`src/include/det_params.svh`:
```
// determinant engine limits, latencies, float constants and status reply codes
`ifndef DET_PARAMS_SVH
`define DET_PARAMS_SVH

// matrix size and memory address range
`define DET_MAX_DIM         32
`define DET_ADDR_W          24

// multiplier pipeline depth in cycles
`define DET_FP_MUL_LAT      3

// single-precision encodings
`define DET_FLOAT_ONE       32'h3f80_0000
`define DET_FLOAT_NAN       32'h7fc0_0000   // canonical quiet NaN

// custom-instruction status replies
`define DET_REPLY_ACCEPT    32'd99
`define DET_REPLY_READY     32'hffff_ffff   // also the answer to a bad dimension
`define DET_REPLY_FETCH     32'd1
`define DET_REPLY_MULTIPLY  32'd2
`define DET_REPLY_WAIT_READ 32'd3

`endif

```
`src/source/detPkg.sv`:
```
// detPkg with determinant engine word, address, dimension, phase and request types
`default_nettype none

`include "det_params.svh"

package detPkg;

    typedef logic [31:0] word_t;
    typedef logic [`DET_ADDR_W-1:0] addr_t;   // byte address
    typedef logic [5:0] dim_t;

    // sequencer phase, also reported as status
    typedef enum logic [1:0] {
        idle,
        fetch,
        multiply,
        waitRead
    } phase_e;

    // accepted start request
    typedef struct packed {
        addr_t base;
        dim_t  dim;
    } launch_t;

    // read master request toward memory
    typedef struct packed {
        logic  read;
        addr_t addr;
    } readReq_t;

    // one diagonal element as returned by the fetcher
    typedef struct packed {
        word_t value;
        logic  last;    // final element of the matrix
    } element_t;

endpackage

`default_nettype wire

```
`src/source/floatPkg.sv`:
```
// floatPkg with IEEE single-precision field types and the unpacked operand struct
`default_nettype none

package floatPkg;

    typedef logic [31:0] float_t;
    typedef logic [7:0] exp_t;     // biased exponent
    typedef logic [23:0] mant_t;   // includes hidden one

    // operand split into fields, with special-value flags
    typedef struct packed {
        logic  sign;
        exp_t  exp;
        mant_t mant;
        logic  zero;   // zero or flushed subnormal
        logic  inf;
        logic  nan;
    } unpacked_t;

endpackage

`default_nettype wire

```
`src/source/cmdPort.sv`:
```
// cmdPort custom-instruction decoder with start validation and status replies
`timescale 1ns/1ps
`default_nettype none

`include "det_params.svh"

module cmdPort (
    input  logic             clk,
    input  logic             rstN,
    input  logic             start,
    input  detPkg::word_t    dataa,
    input  detPkg::word_t    datab,
    input  detPkg::phase_e   phase,
    output logic             done,
    output detPkg::word_t    result,
    output logic             launch,
    output detPkg::launch_t  launchReq
);

    logic dimOk;
    logic engineIdle;
    detPkg::word_t busyCode;

    assign dimOk = (datab >= 32'd2) && (datab <= `DET_MAX_DIM);
    // a launch in flight counts as busy, sequencer leaves idle next cycle
    assign engineIdle = (phase == detPkg::idle) && !launch;

    always_comb begin
        if (launch) begin
            busyCode = `DET_REPLY_FETCH;
        end else begin
            case (phase)
                detPkg::fetch:    busyCode = `DET_REPLY_FETCH;
                detPkg::multiply: busyCode = `DET_REPLY_MULTIPLY;
                detPkg::waitRead: busyCode = `DET_REPLY_WAIT_READ;
                default:          busyCode = `DET_REPLY_READY;
            endcase
        end
    end

    always_ff @(posedge clk or negedge rstN) begin
        if (!rstN) begin
            done   <= 1'b0;
            result <= '0;
            launch <= 1'b0;
        end else begin
            done   <= start;   // one reply per start
            launch <= 1'b0;
            if (!start) begin
                result <= '0;
            end else if (!engineIdle) begin
                result <= busyCode;
            end else if (dimOk) begin
                result <= `DET_REPLY_ACCEPT;
                launch <= 1'b1;
            end else begin
                result <= `DET_REPLY_READY;   // ready query or bad dimension
            end
        end
    end

    // request payload, captured only on acceptance
    always_ff @(posedge clk) begin
        if (start && engineIdle && dimOk) begin
            launchReq.base <= dataa[`DET_ADDR_W-1:0];
            launchReq.dim  <= datab[5:0];
        end
    end

endmodule

`default_nettype wire

```
`src/source/diagFetch.sv`:
```
// diagFetch memory read master walking the diagonal of one matrix
`timescale 1ns/1ps
`default_nettype none

module diagFetch (
    input  logic              clk,
    input  logic              rstN,
    input  logic              launch,
    input  detPkg::launch_t   launchReq,
    input  logic              fetchNext,
    output detPkg::readReq_t  memReq,
    input  logic              waitRequest,
    input  detPkg::word_t     readData,
    input  logic              readDataValid,
    output logic              elemValid,
    output detPkg::element_t  elem
);

    detPkg::addr_t curAddr;     // address of the next diagonal word
    detPkg::addr_t stride;      // bytes between diagonal words
    detPkg::dim_t  remaining;   // elements not yet returned
    logic          readActive;

    // address stays stable while waitRequest is high
    assign memReq.read = readActive;
    assign memReq.addr = curAddr;

    always_ff @(posedge clk or negedge rstN) begin
        if (!rstN) begin
            readActive <= 1'b0;
            curAddr    <= '0;
            remaining  <= '0;
            elemValid  <= 1'b0;
        end else begin
            elemValid <= 1'b0;
            if (launch) begin
                readActive <= 1'b0;
                curAddr    <= launchReq.base;
                remaining  <= launchReq.dim;
            end else begin
                if (fetchNext) begin
                    readActive <= 1'b1;
                end else if (readActive && !waitRequest) begin
                    readActive <= 1'b0;   // request accepted
                    curAddr    <= curAddr + stride;
                end
                if (readDataValid && (remaining != '0)) begin
                    elemValid <= 1'b1;
                    remaining <= remaining - 6'd1;
                end
            end
        end
    end

    // stride of dimension+1 words, worked out once per matrix
    always_ff @(posedge clk) begin
        if (launch) begin
            stride <= (detPkg::addr_t'(launchReq.dim) + detPkg::addr_t'(1)) << 2;
        end
    end

    always_ff @(posedge clk) begin
        if (readDataValid) begin
            elem.value <= readData;
            elem.last  <= (remaining == 6'd1);
        end
    end

endmodule

`default_nettype wire

```
`src/source/fpMul.sv`:
```
// fpMul three-stage pipelined single-precision multiplier
`timescale 1ns/1ps
`default_nettype none

`include "det_params.svh"

module fpMul (
    input  logic              clk,
    input  logic              rstN,
    input  logic              inValid,
    input  floatPkg::float_t  opA,
    input  floatPkg::float_t  opB,
    output logic              outValid,
    output floatPkg::float_t  product
);

    function automatic floatPkg::unpacked_t unpack(input floatPkg::float_t f);
        floatPkg::unpacked_t u;
        u.sign = f[31];
        u.exp  = f[30:23];
        u.mant = {1'b1, f[22:0]};
        u.zero = (f[30:23] == 8'h00);   // subnormals flush to zero
        u.inf  = (f[30:23] == 8'hff) && (f[22:0] == 23'd0);
        u.nan  = (f[30:23] == 8'hff) && (f[22:0] != 23'd0);
        return u;
    endfunction

    floatPkg::unpacked_t a;
    floatPkg::unpacked_t b;

    // stage one
    logic               s1Valid;
    logic               s1Sign;
    logic signed [9:0]  s1Exp;
    logic [47:0]        s1Prod;
    logic               s1Nan;
    logic               s1Inf;
    logic               s1Zero;

    // stage two
    logic               s2Valid;
    logic               s2Sign;
    logic signed [9:0]  s2Exp;
    floatPkg::mant_t    s2Mant;
    logic               s2Guard;
    logic               s2Sticky;
    logic               s2Nan;
    logic               s2Inf;
    logic               s2Zero;

    // stage three logic ahead of the output register
    logic [24:0]        rounded;
    logic signed [9:0]  finalExp;
    floatPkg::float_t   packedResult;

    assign a = unpack(opA);
    assign b = unpack(opB);

    always_ff @(posedge clk or negedge rstN) begin
        if (!rstN) begin
            s1Valid  <= 1'b0;
            s2Valid  <= 1'b0;
            outValid <= 1'b0;
        end else begin
            s1Valid  <= inValid;
            s2Valid  <= s1Valid;
            outValid <= s2Valid;
        end
    end

    always_ff @(posedge clk) begin
        s1Sign <= a.sign ^ b.sign;
        s1Exp  <= 10'({2'b00, a.exp}) + 10'({2'b00, b.exp}) - 10'd127;   // rebias
        s1Prod <= a.mant * b.mant;
        s1Nan  <= a.nan || b.nan || (a.zero && b.inf) || (a.inf && b.zero);
        s1Inf  <= a.inf || b.inf;
        s1Zero <= a.zero || b.zero;

        // product in [1,4) needs one bit of shift at most
        if (s1Prod[47]) begin
            s2Mant   <= s1Prod[47:24];
            s2Guard  <= s1Prod[23];
            s2Sticky <= |s1Prod[22:0];
            s2Exp    <= s1Exp + 10'sd1;
        end else begin
            s2Mant   <= s1Prod[46:23];
            s2Guard  <= s1Prod[22];
            s2Sticky <= |s1Prod[21:0];
            s2Exp    <= s1Exp;
        end
        s2Sign <= s1Sign;
        s2Nan  <= s1Nan;
        s2Inf  <= s1Inf;
        s2Zero <= s1Zero;

        product <= packedResult;
    end

    always_comb begin
        // round to nearest even
        rounded  = {1'b0, s2Mant} + 25'(s2Guard && (s2Sticky || s2Mant[0]));
        finalExp = s2Exp + 10'(rounded[24]);
        if (s2Nan) begin
            packedResult = `DET_FLOAT_NAN;
        end else if (s2Inf) begin
            packedResult = {s2Sign, 8'hff, 23'd0};
        end else if (s2Zero) begin
            packedResult = {s2Sign, 31'd0};
        end else if (finalExp >= 10'sd255) begin
            packedResult = {s2Sign, 8'hff, 23'd0};   // overflow
        end else if (finalExp <= 10'sd0) begin
            packedResult = {s2Sign, 31'd0};          // underflow flush
        end else begin
            packedResult = {s2Sign, finalExp[7:0], rounded[22:0]};   // carry leaves fraction zero
        end
    end

endmodule

`default_nettype wire

```
`src/source/detSequencer.sv`:
```
// detSequencer running-product controller with interrupt and result-read slave
`timescale 1ns/1ps
`default_nettype none

`include "det_params.svh"

module detSequencer (
    input  logic              clk,
    input  logic              rstN,
    input  logic              launch,
    output logic              fetchNext,
    input  logic              elemValid,
    input  detPkg::element_t  elem,
    output logic              mulValid,
    output floatPkg::float_t  mulA,
    output floatPkg::float_t  mulB,
    input  logic              productValid,
    input  floatPkg::float_t  product,
    output detPkg::phase_e    phase,
    output logic              irq,
    input  logic              resultRead,
    output detPkg::word_t     resultReadData
);

    floatPkg::float_t runProd;   // product of the diagonal so far
    logic             lastPending;

    always_ff @(posedge clk or negedge rstN) begin
        if (!rstN) begin
            phase       <= detPkg::idle;
            fetchNext   <= 1'b0;
            mulValid    <= 1'b0;
            irq         <= 1'b0;
            lastPending <= 1'b0;
        end else begin
            fetchNext <= 1'b0;
            mulValid  <= 1'b0;
            case (phase)
                detPkg::idle: begin
                    if (launch) begin
                        fetchNext <= 1'b1;   // first element
                        phase     <= detPkg::fetch;
                    end
                end
                detPkg::fetch: begin
                    if (elemValid) begin
                        mulValid    <= 1'b1;
                        lastPending <= elem.last;
                        phase       <= detPkg::multiply;
                    end
                end
                detPkg::multiply: begin
                    if (productValid) begin
                        if (lastPending) begin
                            irq   <= 1'b1;
                            phase <= detPkg::waitRead;
                        end else begin
                            fetchNext <= 1'b1;
                            phase     <= detPkg::fetch;
                        end
                    end
                end
                default: begin   // waitRead, held until the CPU reads
                    if (resultRead) begin
                        irq   <= 1'b0;
                        phase <= detPkg::idle;
                    end
                end
            endcase
        end
    end

    always_ff @(posedge clk) begin
        if (phase == detPkg::idle && launch) begin
            runProd <= `DET_FLOAT_ONE;
        end
        if (phase == detPkg::fetch && elemValid) begin
            mulA <= runProd;
            mulB <= elem.value;
        end
        if (phase == detPkg::multiply && productValid) begin
            runProd <= product;
        end
        if (phase == detPkg::waitRead && resultRead) begin
            resultReadData <= runProd;   // held until the next read
        end
    end

endmodule

`default_nettype wire

```
`src/source/detTop.sv`:
```
// detTop determinant engine top level with command port, fetcher, multiplier, sequencer
`timescale 1ns/1ps
`default_nettype none

module detTop (
    input  logic              clk,
    input  logic              rstN,
    input  logic              start,
    input  detPkg::word_t     dataa,
    input  detPkg::word_t     datab,
    output logic              done,
    output detPkg::word_t     result,
    output detPkg::readReq_t  memReq,
    input  logic              waitRequest,
    input  detPkg::word_t     readData,
    input  logic              readDataValid,
    input  logic              resultRead,
    output detPkg::word_t     resultReadData,
    output logic              irq
);

    logic              launch;
    detPkg::launch_t   launchReq;
    logic              fetchNext;
    logic              elemValid;
    detPkg::element_t  elem;
    logic              mulValid;
    floatPkg::float_t  mulA;
    floatPkg::float_t  mulB;
    logic              productValid;
    floatPkg::float_t  product;
    detPkg::phase_e    phase;

    cmdPort u_cmdPort (
        .clk       (clk),
        .rstN      (rstN),
        .start     (start),
        .dataa     (dataa),
        .datab     (datab),
        .phase     (phase),
        .done      (done),
        .result    (result),
        .launch    (launch),
        .launchReq (launchReq)
    );

    diagFetch u_diagFetch (
        .clk           (clk),
        .rstN          (rstN),
        .launch        (launch),
        .launchReq     (launchReq),
        .fetchNext     (fetchNext),
        .memReq        (memReq),
        .waitRequest   (waitRequest),
        .readData      (readData),
        .readDataValid (readDataValid),
        .elemValid     (elemValid),
        .elem          (elem)
    );

    fpMul u_fpMul (
        .clk      (clk),
        .rstN     (rstN),
        .inValid  (mulValid),
        .opA      (mulA),
        .opB      (mulB),
        .outValid (productValid),
        .product  (product)
    );

    detSequencer u_detSequencer (
        .clk            (clk),
        .rstN           (rstN),
        .launch         (launch),
        .fetchNext      (fetchNext),
        .elemValid      (elemValid),
        .elem           (elem),
        .mulValid       (mulValid),
        .mulA           (mulA),
        .mulB           (mulB),
        .productValid   (productValid),
        .product        (product),
        .phase          (phase),
        .irq            (irq),
        .resultRead     (resultRead),
        .resultReadData (resultReadData)
    );

endmodule

`default_nettype wire

```
`config.mk`:
```
export PLATFORM = sky130hd
export DESIGN_NAME = detTop
export DESIGN_NICKNAME = d
export VERILOG_FILES = /design/src/source/detPkg.sv /design/src/source/floatPkg.sv /design/src/source/cmdPort.sv /design/src/source/diagFetch.sv /design/src/source/fpMul.sv /design/src/source/detSequencer.sv /design/src/source/detTop.sv
export VERILOG_INCLUDE_DIRS = /design/src /design/src/include
export SDC_FILE = /design/constraint.sdc
export NUM_CORES = 2
export LEC_CHECK = 0
export BUFFER_PORTS_ARGS = -buffer_cell sky130_fd_sc_hd__clkbuf_2
export CAP_MARGIN = 20
export CORE_MARGIN = 1.5
export CORE_UTILIZATION = 55
export DETAILED_ROUTE_END_ITERATION = 8
export PLACE_DENSITY = 0.79
export RECOVER_POWER = 100
export SLEW_MARGIN = 40
export SYNTH_ARGS = -nofsm -noshare
export SYNTH_HDL_FRONTEND = slang
export SYNTH_SLANG_ARGS = --single-unit
export TNS_END_PERCENT = 1
```
`constraint.sdc`:
```
create_clock -name clk -period 15.8 [get_ports clk]
set_input_delay 4.74 -clock clk [delete_from_list [all_inputs] [get_ports clk]]
set_output_delay 4.74 -clock clk [all_outputs]
set_load 0.02 [all_outputs]
```
======== Yosys cells after proc, flatten, opt, wreduce, memory -nomap -nowiden ========
Index checks and enable logic that the tools add are counted.
operators by class
  add/subtract/negate cells ............... 8
  magnitude comparators ................... 4
  reductions and logical operators ........ 48
  multiply operators ...................... 1
  multiplexer cells ....................... 44
  bitwise logic cells ..................... 2
  equality and inequality tests ........... 11
operators by type and width
  operator                                                             count
  two-way mux 32 bit                                                   6
  one-hot mux 32 bit (3 select lines)                                  1
  two-way mux 31 bit                                                   3
  two-way mux 24 bit                                                   3
  multiplier 24 x 24 -> 48 bit                                         1
  zero test 23 bit                                                     2
  two-way mux 23 bit                                                   2
  nonzero test 23 bit                                                  2
  greater-or-equal comparator 32 x 2 -> 1 bit (second input constant)  1
  <= comparator 32 x 6 -> 1 bit (second input constant)                1
  adder 24 x 1 -> 25 bit                                               1
  adder 24 bit                                                         1
  OR reduction 23 bit                                                  1
  OR reduction 22 bit                                                  1
  two-way mux 1 bit                                                    18
  logical AND 1 bit                                                    17
  equality test 8 bit (second input constant)                          2
  zero test 8 bit                                                      2
  two-way mux 6 bit                                                    2
  adder 10 x 1 -> 10 bit                                               1
  adder 10 x 2 -> 10 bit (second input constant)                       1
  greater-or-equal comparator 10 x 9 -> 1 bit (second input constant)  1
  <= comparator 10 x 1 -> 1 bit (second input constant)                1
  two-way mux 10 bit                                                   1
  other kinds (25)                                                     46
word-level totals
  logic and storage cells ................. 160
  register bits after elaboration ......... 422
  output and inout bits ................... 91

======== Logic depth before layout (Yosys ltp) ========
  depth after elaboration ................. 9
  depth in mapped cells ................... 27
  depth with buffers taken out ............ 25

======== Modules after synthesis ========
Synthesis repeated with hierarchy kept, for this count alone.
second synthesis, totals
  cell total of the unflattened synthesis .. 3,116
  area total of the unflattened synthesis .. 32,697.6 um^2
by module, submodules not included
  module        times used  sequential area each (um^2)  cells an instance  area an instance (um^2)
  fpMul         1           2,757.6                      2,525              23,381.2
  detSequencer  1           3,993.8                      208                4,491.8
  diagFetch     1           2,001.9                      298                3,407.0
  cmdPort       1           1,051.0                      85                 1,417.6

======== Worst setup path before layout ========
Ideal clock, no wire load.
  path type ............................... register -> register
  start ................................... register u_detSequencer.mulA[11]
  end ..................................... register u_fpMul.s1Prod[43]
  period minus slack after synthesis ...... 6.747 ns
  path buffers ............................ 1
  stages on the path, launching flop included .. 27
  arrival ................................. 6.619 ns
  slack ................................... 9.053 ns
  path through ............................ edfxtp_1 clkbuf_1 nand2_1 fa_1 inv_1 fa_1 inv_1 fa_1 inv_1 fa_1 inv_1 fa_1 inv_1 fa_1 inv_1 fa_1 inv_1 ha_1 and3_1 a221o_1 a32o_2 nand2b_4 o21ai_2 a21oi_2 a31oi_2 o21ai_0 xor2_1
on the way
  longest elaborated chain between the ends .. 1
RTL lines
  element                       line                text
  start: declaration            detSequencer.sv:15  output floatPkg::float_t mulA,
  start signal: assignment      detSequencer.sv:78  mulA <= runProd;
  multiplier 24 x 24 -> 48 bit  fpMul.sv:74         s1Prod <= a.mant * b.mant;
  end signal: assignment        fpMul.sv:74
  end: declaration              fpMul.sv:35         logic [47:0] s1Prod;
No other way between the ends.
A chain may end at the register's enable or synchronous reset.

======== Worst setup path after layout ========
  start ................................... register u_detSequencer.mulB[8]
  end ..................................... register u_fpMul.s1Prod[43]
on the way
  longest elaborated chain between the ends .. 1
RTL lines
  element                       line                text
  start: declaration            detSequencer.sv:16  output floatPkg::float_t mulB,
  start signal: assignment      detSequencer.sv:79  mulB <= elem.value;
  multiplier 24 x 24 -> 48 bit  fpMul.sv:74
No other way between the ends.

==> impl_metrics.json <==
{
  "setup_viol": 0,
  "dp_hpwl_um": 55500,
  "grt_start_max_net_pins": 73,
  "fill_cells": 4741,
  "cts-hold-fix-buffers": 0,
  "cts_root_buf": "clkbuf_16",
  "yosysSeqAreaShare_pct": 30.4,
  "synth_nets": 3852,
  "synth_edf_count": 198,
  "final_max_slew_viol_count": 284,
  "cp_slowest_stage_delay_ns": 0.96,
  "skew_ns": 0.0271,
  "critPathSlowestCell": "edfxtp_1",
  "viasPerCell": 5.47,
  "numCtsBuffers": 39,
  "yosysUniqueCellTypes": 72,
  "start_util_pct": 55.8,
  "drc": 0,
  "drtAntennaViolNets": 0,
  "yosys-top-cells-count": "inv_1, fa_1, nand2_1",
  "antenna_found_initial": 0,
  "synth_seq_cells": 379,
  "clock.fmax_mhz": 115,
  "core_area_sq_mm": 0.0578,
  "gr-total-overflow": 0,
  "yosysTopAreaCell": "fa_1",
  "drt_iter0_drc": 1545,
  "cts_tree": "yes",
  "cts.htree.levels": 2,
  "n_antenna_cell": 0,
  "ys.flop_type": "edfxtp_1",
  "critPathKind": "flip-flop to flip-flop",
  "port_buffers": 184,
  "num_rows": 88,
  "grt_pass1_wl_um": 125000,
  "violations": "max-capacitance violations, max-slew violations",
  "ys_async_sr_fraction_pct": 12.4,
  "final_nets": 3978,
  "crit_top_cell": "fa_1",
  "clock_latency_ns": 0.56,
  "synth.top_cell.area_share_pct": 30.0,
  "syn_area_sq_mm": 0.0323,
  "outcome": "finished with violations",
  "post_drt_wl_per_cell_um": 19.3,
  "die_y_um": 245,
  "critical_path_required_ns": 16.22,
  "yosysMostFrequentCell": "inv_1",
  "dr.pass1.iters": 7,
  "cp-end-kind": "flip-flop",
  "setup_tns_ns": 0,
  "cts.sinks": 379,
  "synth_cells": 3069,
  "syn_to_final_growth_pct": 7.82,
  "io_pins": 193,
  "drive_gt1_share_pct": 6.51,
  "syn_avg_cell_area_sq_um": 10.5,
  "rsz0062_at_grt": "false",
  "clockBufferDepth": 3,
  "die_width_um": 245,
  "crit_path_max_fanout": 17,
  "clk_pin_slew_ns": 0.06,
  "fin_crit_sh_pct": 54.9,
  "crit_arrival_ns": 9.10,
  "timing.final.crit_period_ns": 8.68,
  "relSlewSlack_pct": -79.3,
  "hold_viol_final": 0,
  "worstMarginPinSlew_ns": 2.69,
  "post_cts_resized": 0,
  "track_usage_pct": 27.0,
  "ys_warn_count": 0,
  "drt_wl_total_um": 77000,
  "place.gp.congestion": 0.923,
  "synthTopCellsByArea": "fa_1, edfxtp_1, dfxtp_1",
  "min_path_type": "flip-flop to flip-flop",
  "grt_pass1_vias": 23200,
  "drv_cap": 8,
  "vias": 21800,
  "die_area_sq_mm": 0.0601,
  "postCtsSetupBuffers": 0,
  "start_kind": "flip-flop"
}
==> cells in the final DEF, fill, tap and decap left out, types with 70 or more instances in the layout <==
master | synthesis | final
and2_1 | 283 | 259
clkbuf_1 | 115 | 124
clkbuf_2 | 0 | 84
dfxtp_1 | 134 | 134
edfxtp_1 | 198 | 198
fa_1 | 484 | 484
ha_1 | 197 | 197
inv_1 | 539 | 539
nand2_1 | 363 | 363
nor2_1 | 113 | 115
o21ai_0 | 64 | 70
xnor2_1 | 82 | 82
==> worst max-delay path: cells and delay by family, from the launching register on <==
kind                     cells  cell delay [ns]
adder cells (fa/ha/maj)      8             3.89
AO/OA/AOI/OAI                6             1.72
buffers and inverters        7             1.06
flip-flops                   1             0.96
AND/OR/NAND/NOR              3             0.71
XOR/XNOR                     1             0.18
==> metrics by stage <==
stage	std cells	hold WS, ns	worst slack (ns)	util [%]	instance area (sq um)
5_1_grt	3990	0.334	6.88	60.2	34800
4_1_cts	3988	0.332	7.57	60.7	35100
3_3_place_gp	3912	0.312	7.63	58.5	33800
3_5_place_dp	3917	0.313	7.64	58.7	33900
2_1_floorplan	3069	0.310	9.05	-	32300
6_report	3990	0.331	7.12	60.2	34800
==> sequential cells by signal, indices dropped and copies added, names as in the netlist, 2 cells and up <==
name / flops
u_fpMul.s1Exp: 10
u_detSequencer.phase: 2
u_cmdPort.launchReq: 30
u_detSequencer.mulB: 32
u_diagFetch.curAddr: 24
u_fpMul.s2Exp: 10
u_detSequencer.resultReadData: 32
u_detSequencer.runProd: 32
u_fpMul.product: 32
u_diagFetch.stride: 7
u_detSequencer.mulA: 32
u_fpMul.s2Mant: 24
u_diagFetch.elem: 33
u_cmdPort.result: 4
u_fpMul.s1Prod: 48
u_diagFetch.remaining: 6
==> metal layers <==
layer / part of all wire (%) / up-vias / global-route usage, %
li1: - / 9743 / -
met1: 39 / 11000 / 34.2
met2: 49 / 897 / 44.5
met3: 8.1 / 235 / 5.70
met4: 4.5 / 0 / 12.0
met5: 0 / - / 0
==> cell families after synthesis <==
logic type / synth area share [%]
mux: 1.19
simple gates: 14.3
flops: 30.4
compound gates: 4.53
xor+xnor: 3.45
fa+ha+maj: 37.7
buf+inv: 8.46
==> final timing paths <==
kind                                   startpoint                 endpoint  slack, ns  depth (start not counted)
max reg2reg                u_detSequencer.mulB[8]       u_fpMul.s1Prod[43]       7.12                         25
min in group asynchronous                    rstN  u_diagFetch.curAddr[21]       5.08                          2
min reg2reg                         u_fpMul.s1Inf            u_fpMul.s2Inf       0.33                          0
max in group asynchronous                    rstN         u_cmdPort.launch       9.05                          2
max                        u_detSequencer.mulB[8]       u_fpMul.s1Prod[43]       7.12                         25
min                                 u_fpMul.s1Inf            u_fpMul.s2Inf       0.33                          0
==> area by class of cell <==
class	count	area, sq um	area share (%)
Multi-Input combinational cell	1994	19600	56.4
Sequential cell	379	9810	28.2
Timing Repair Buffer	240	1180	3.40
Tap cell	765	957	2.75
Clock inverter	17	103	0.295
Inverter	541	2030	5.84
Clock buffer	54	1090	3.15
Power is not shown: default switching activity piles up to over one toggle a cycle in this logic, so the estimate is an artifact.
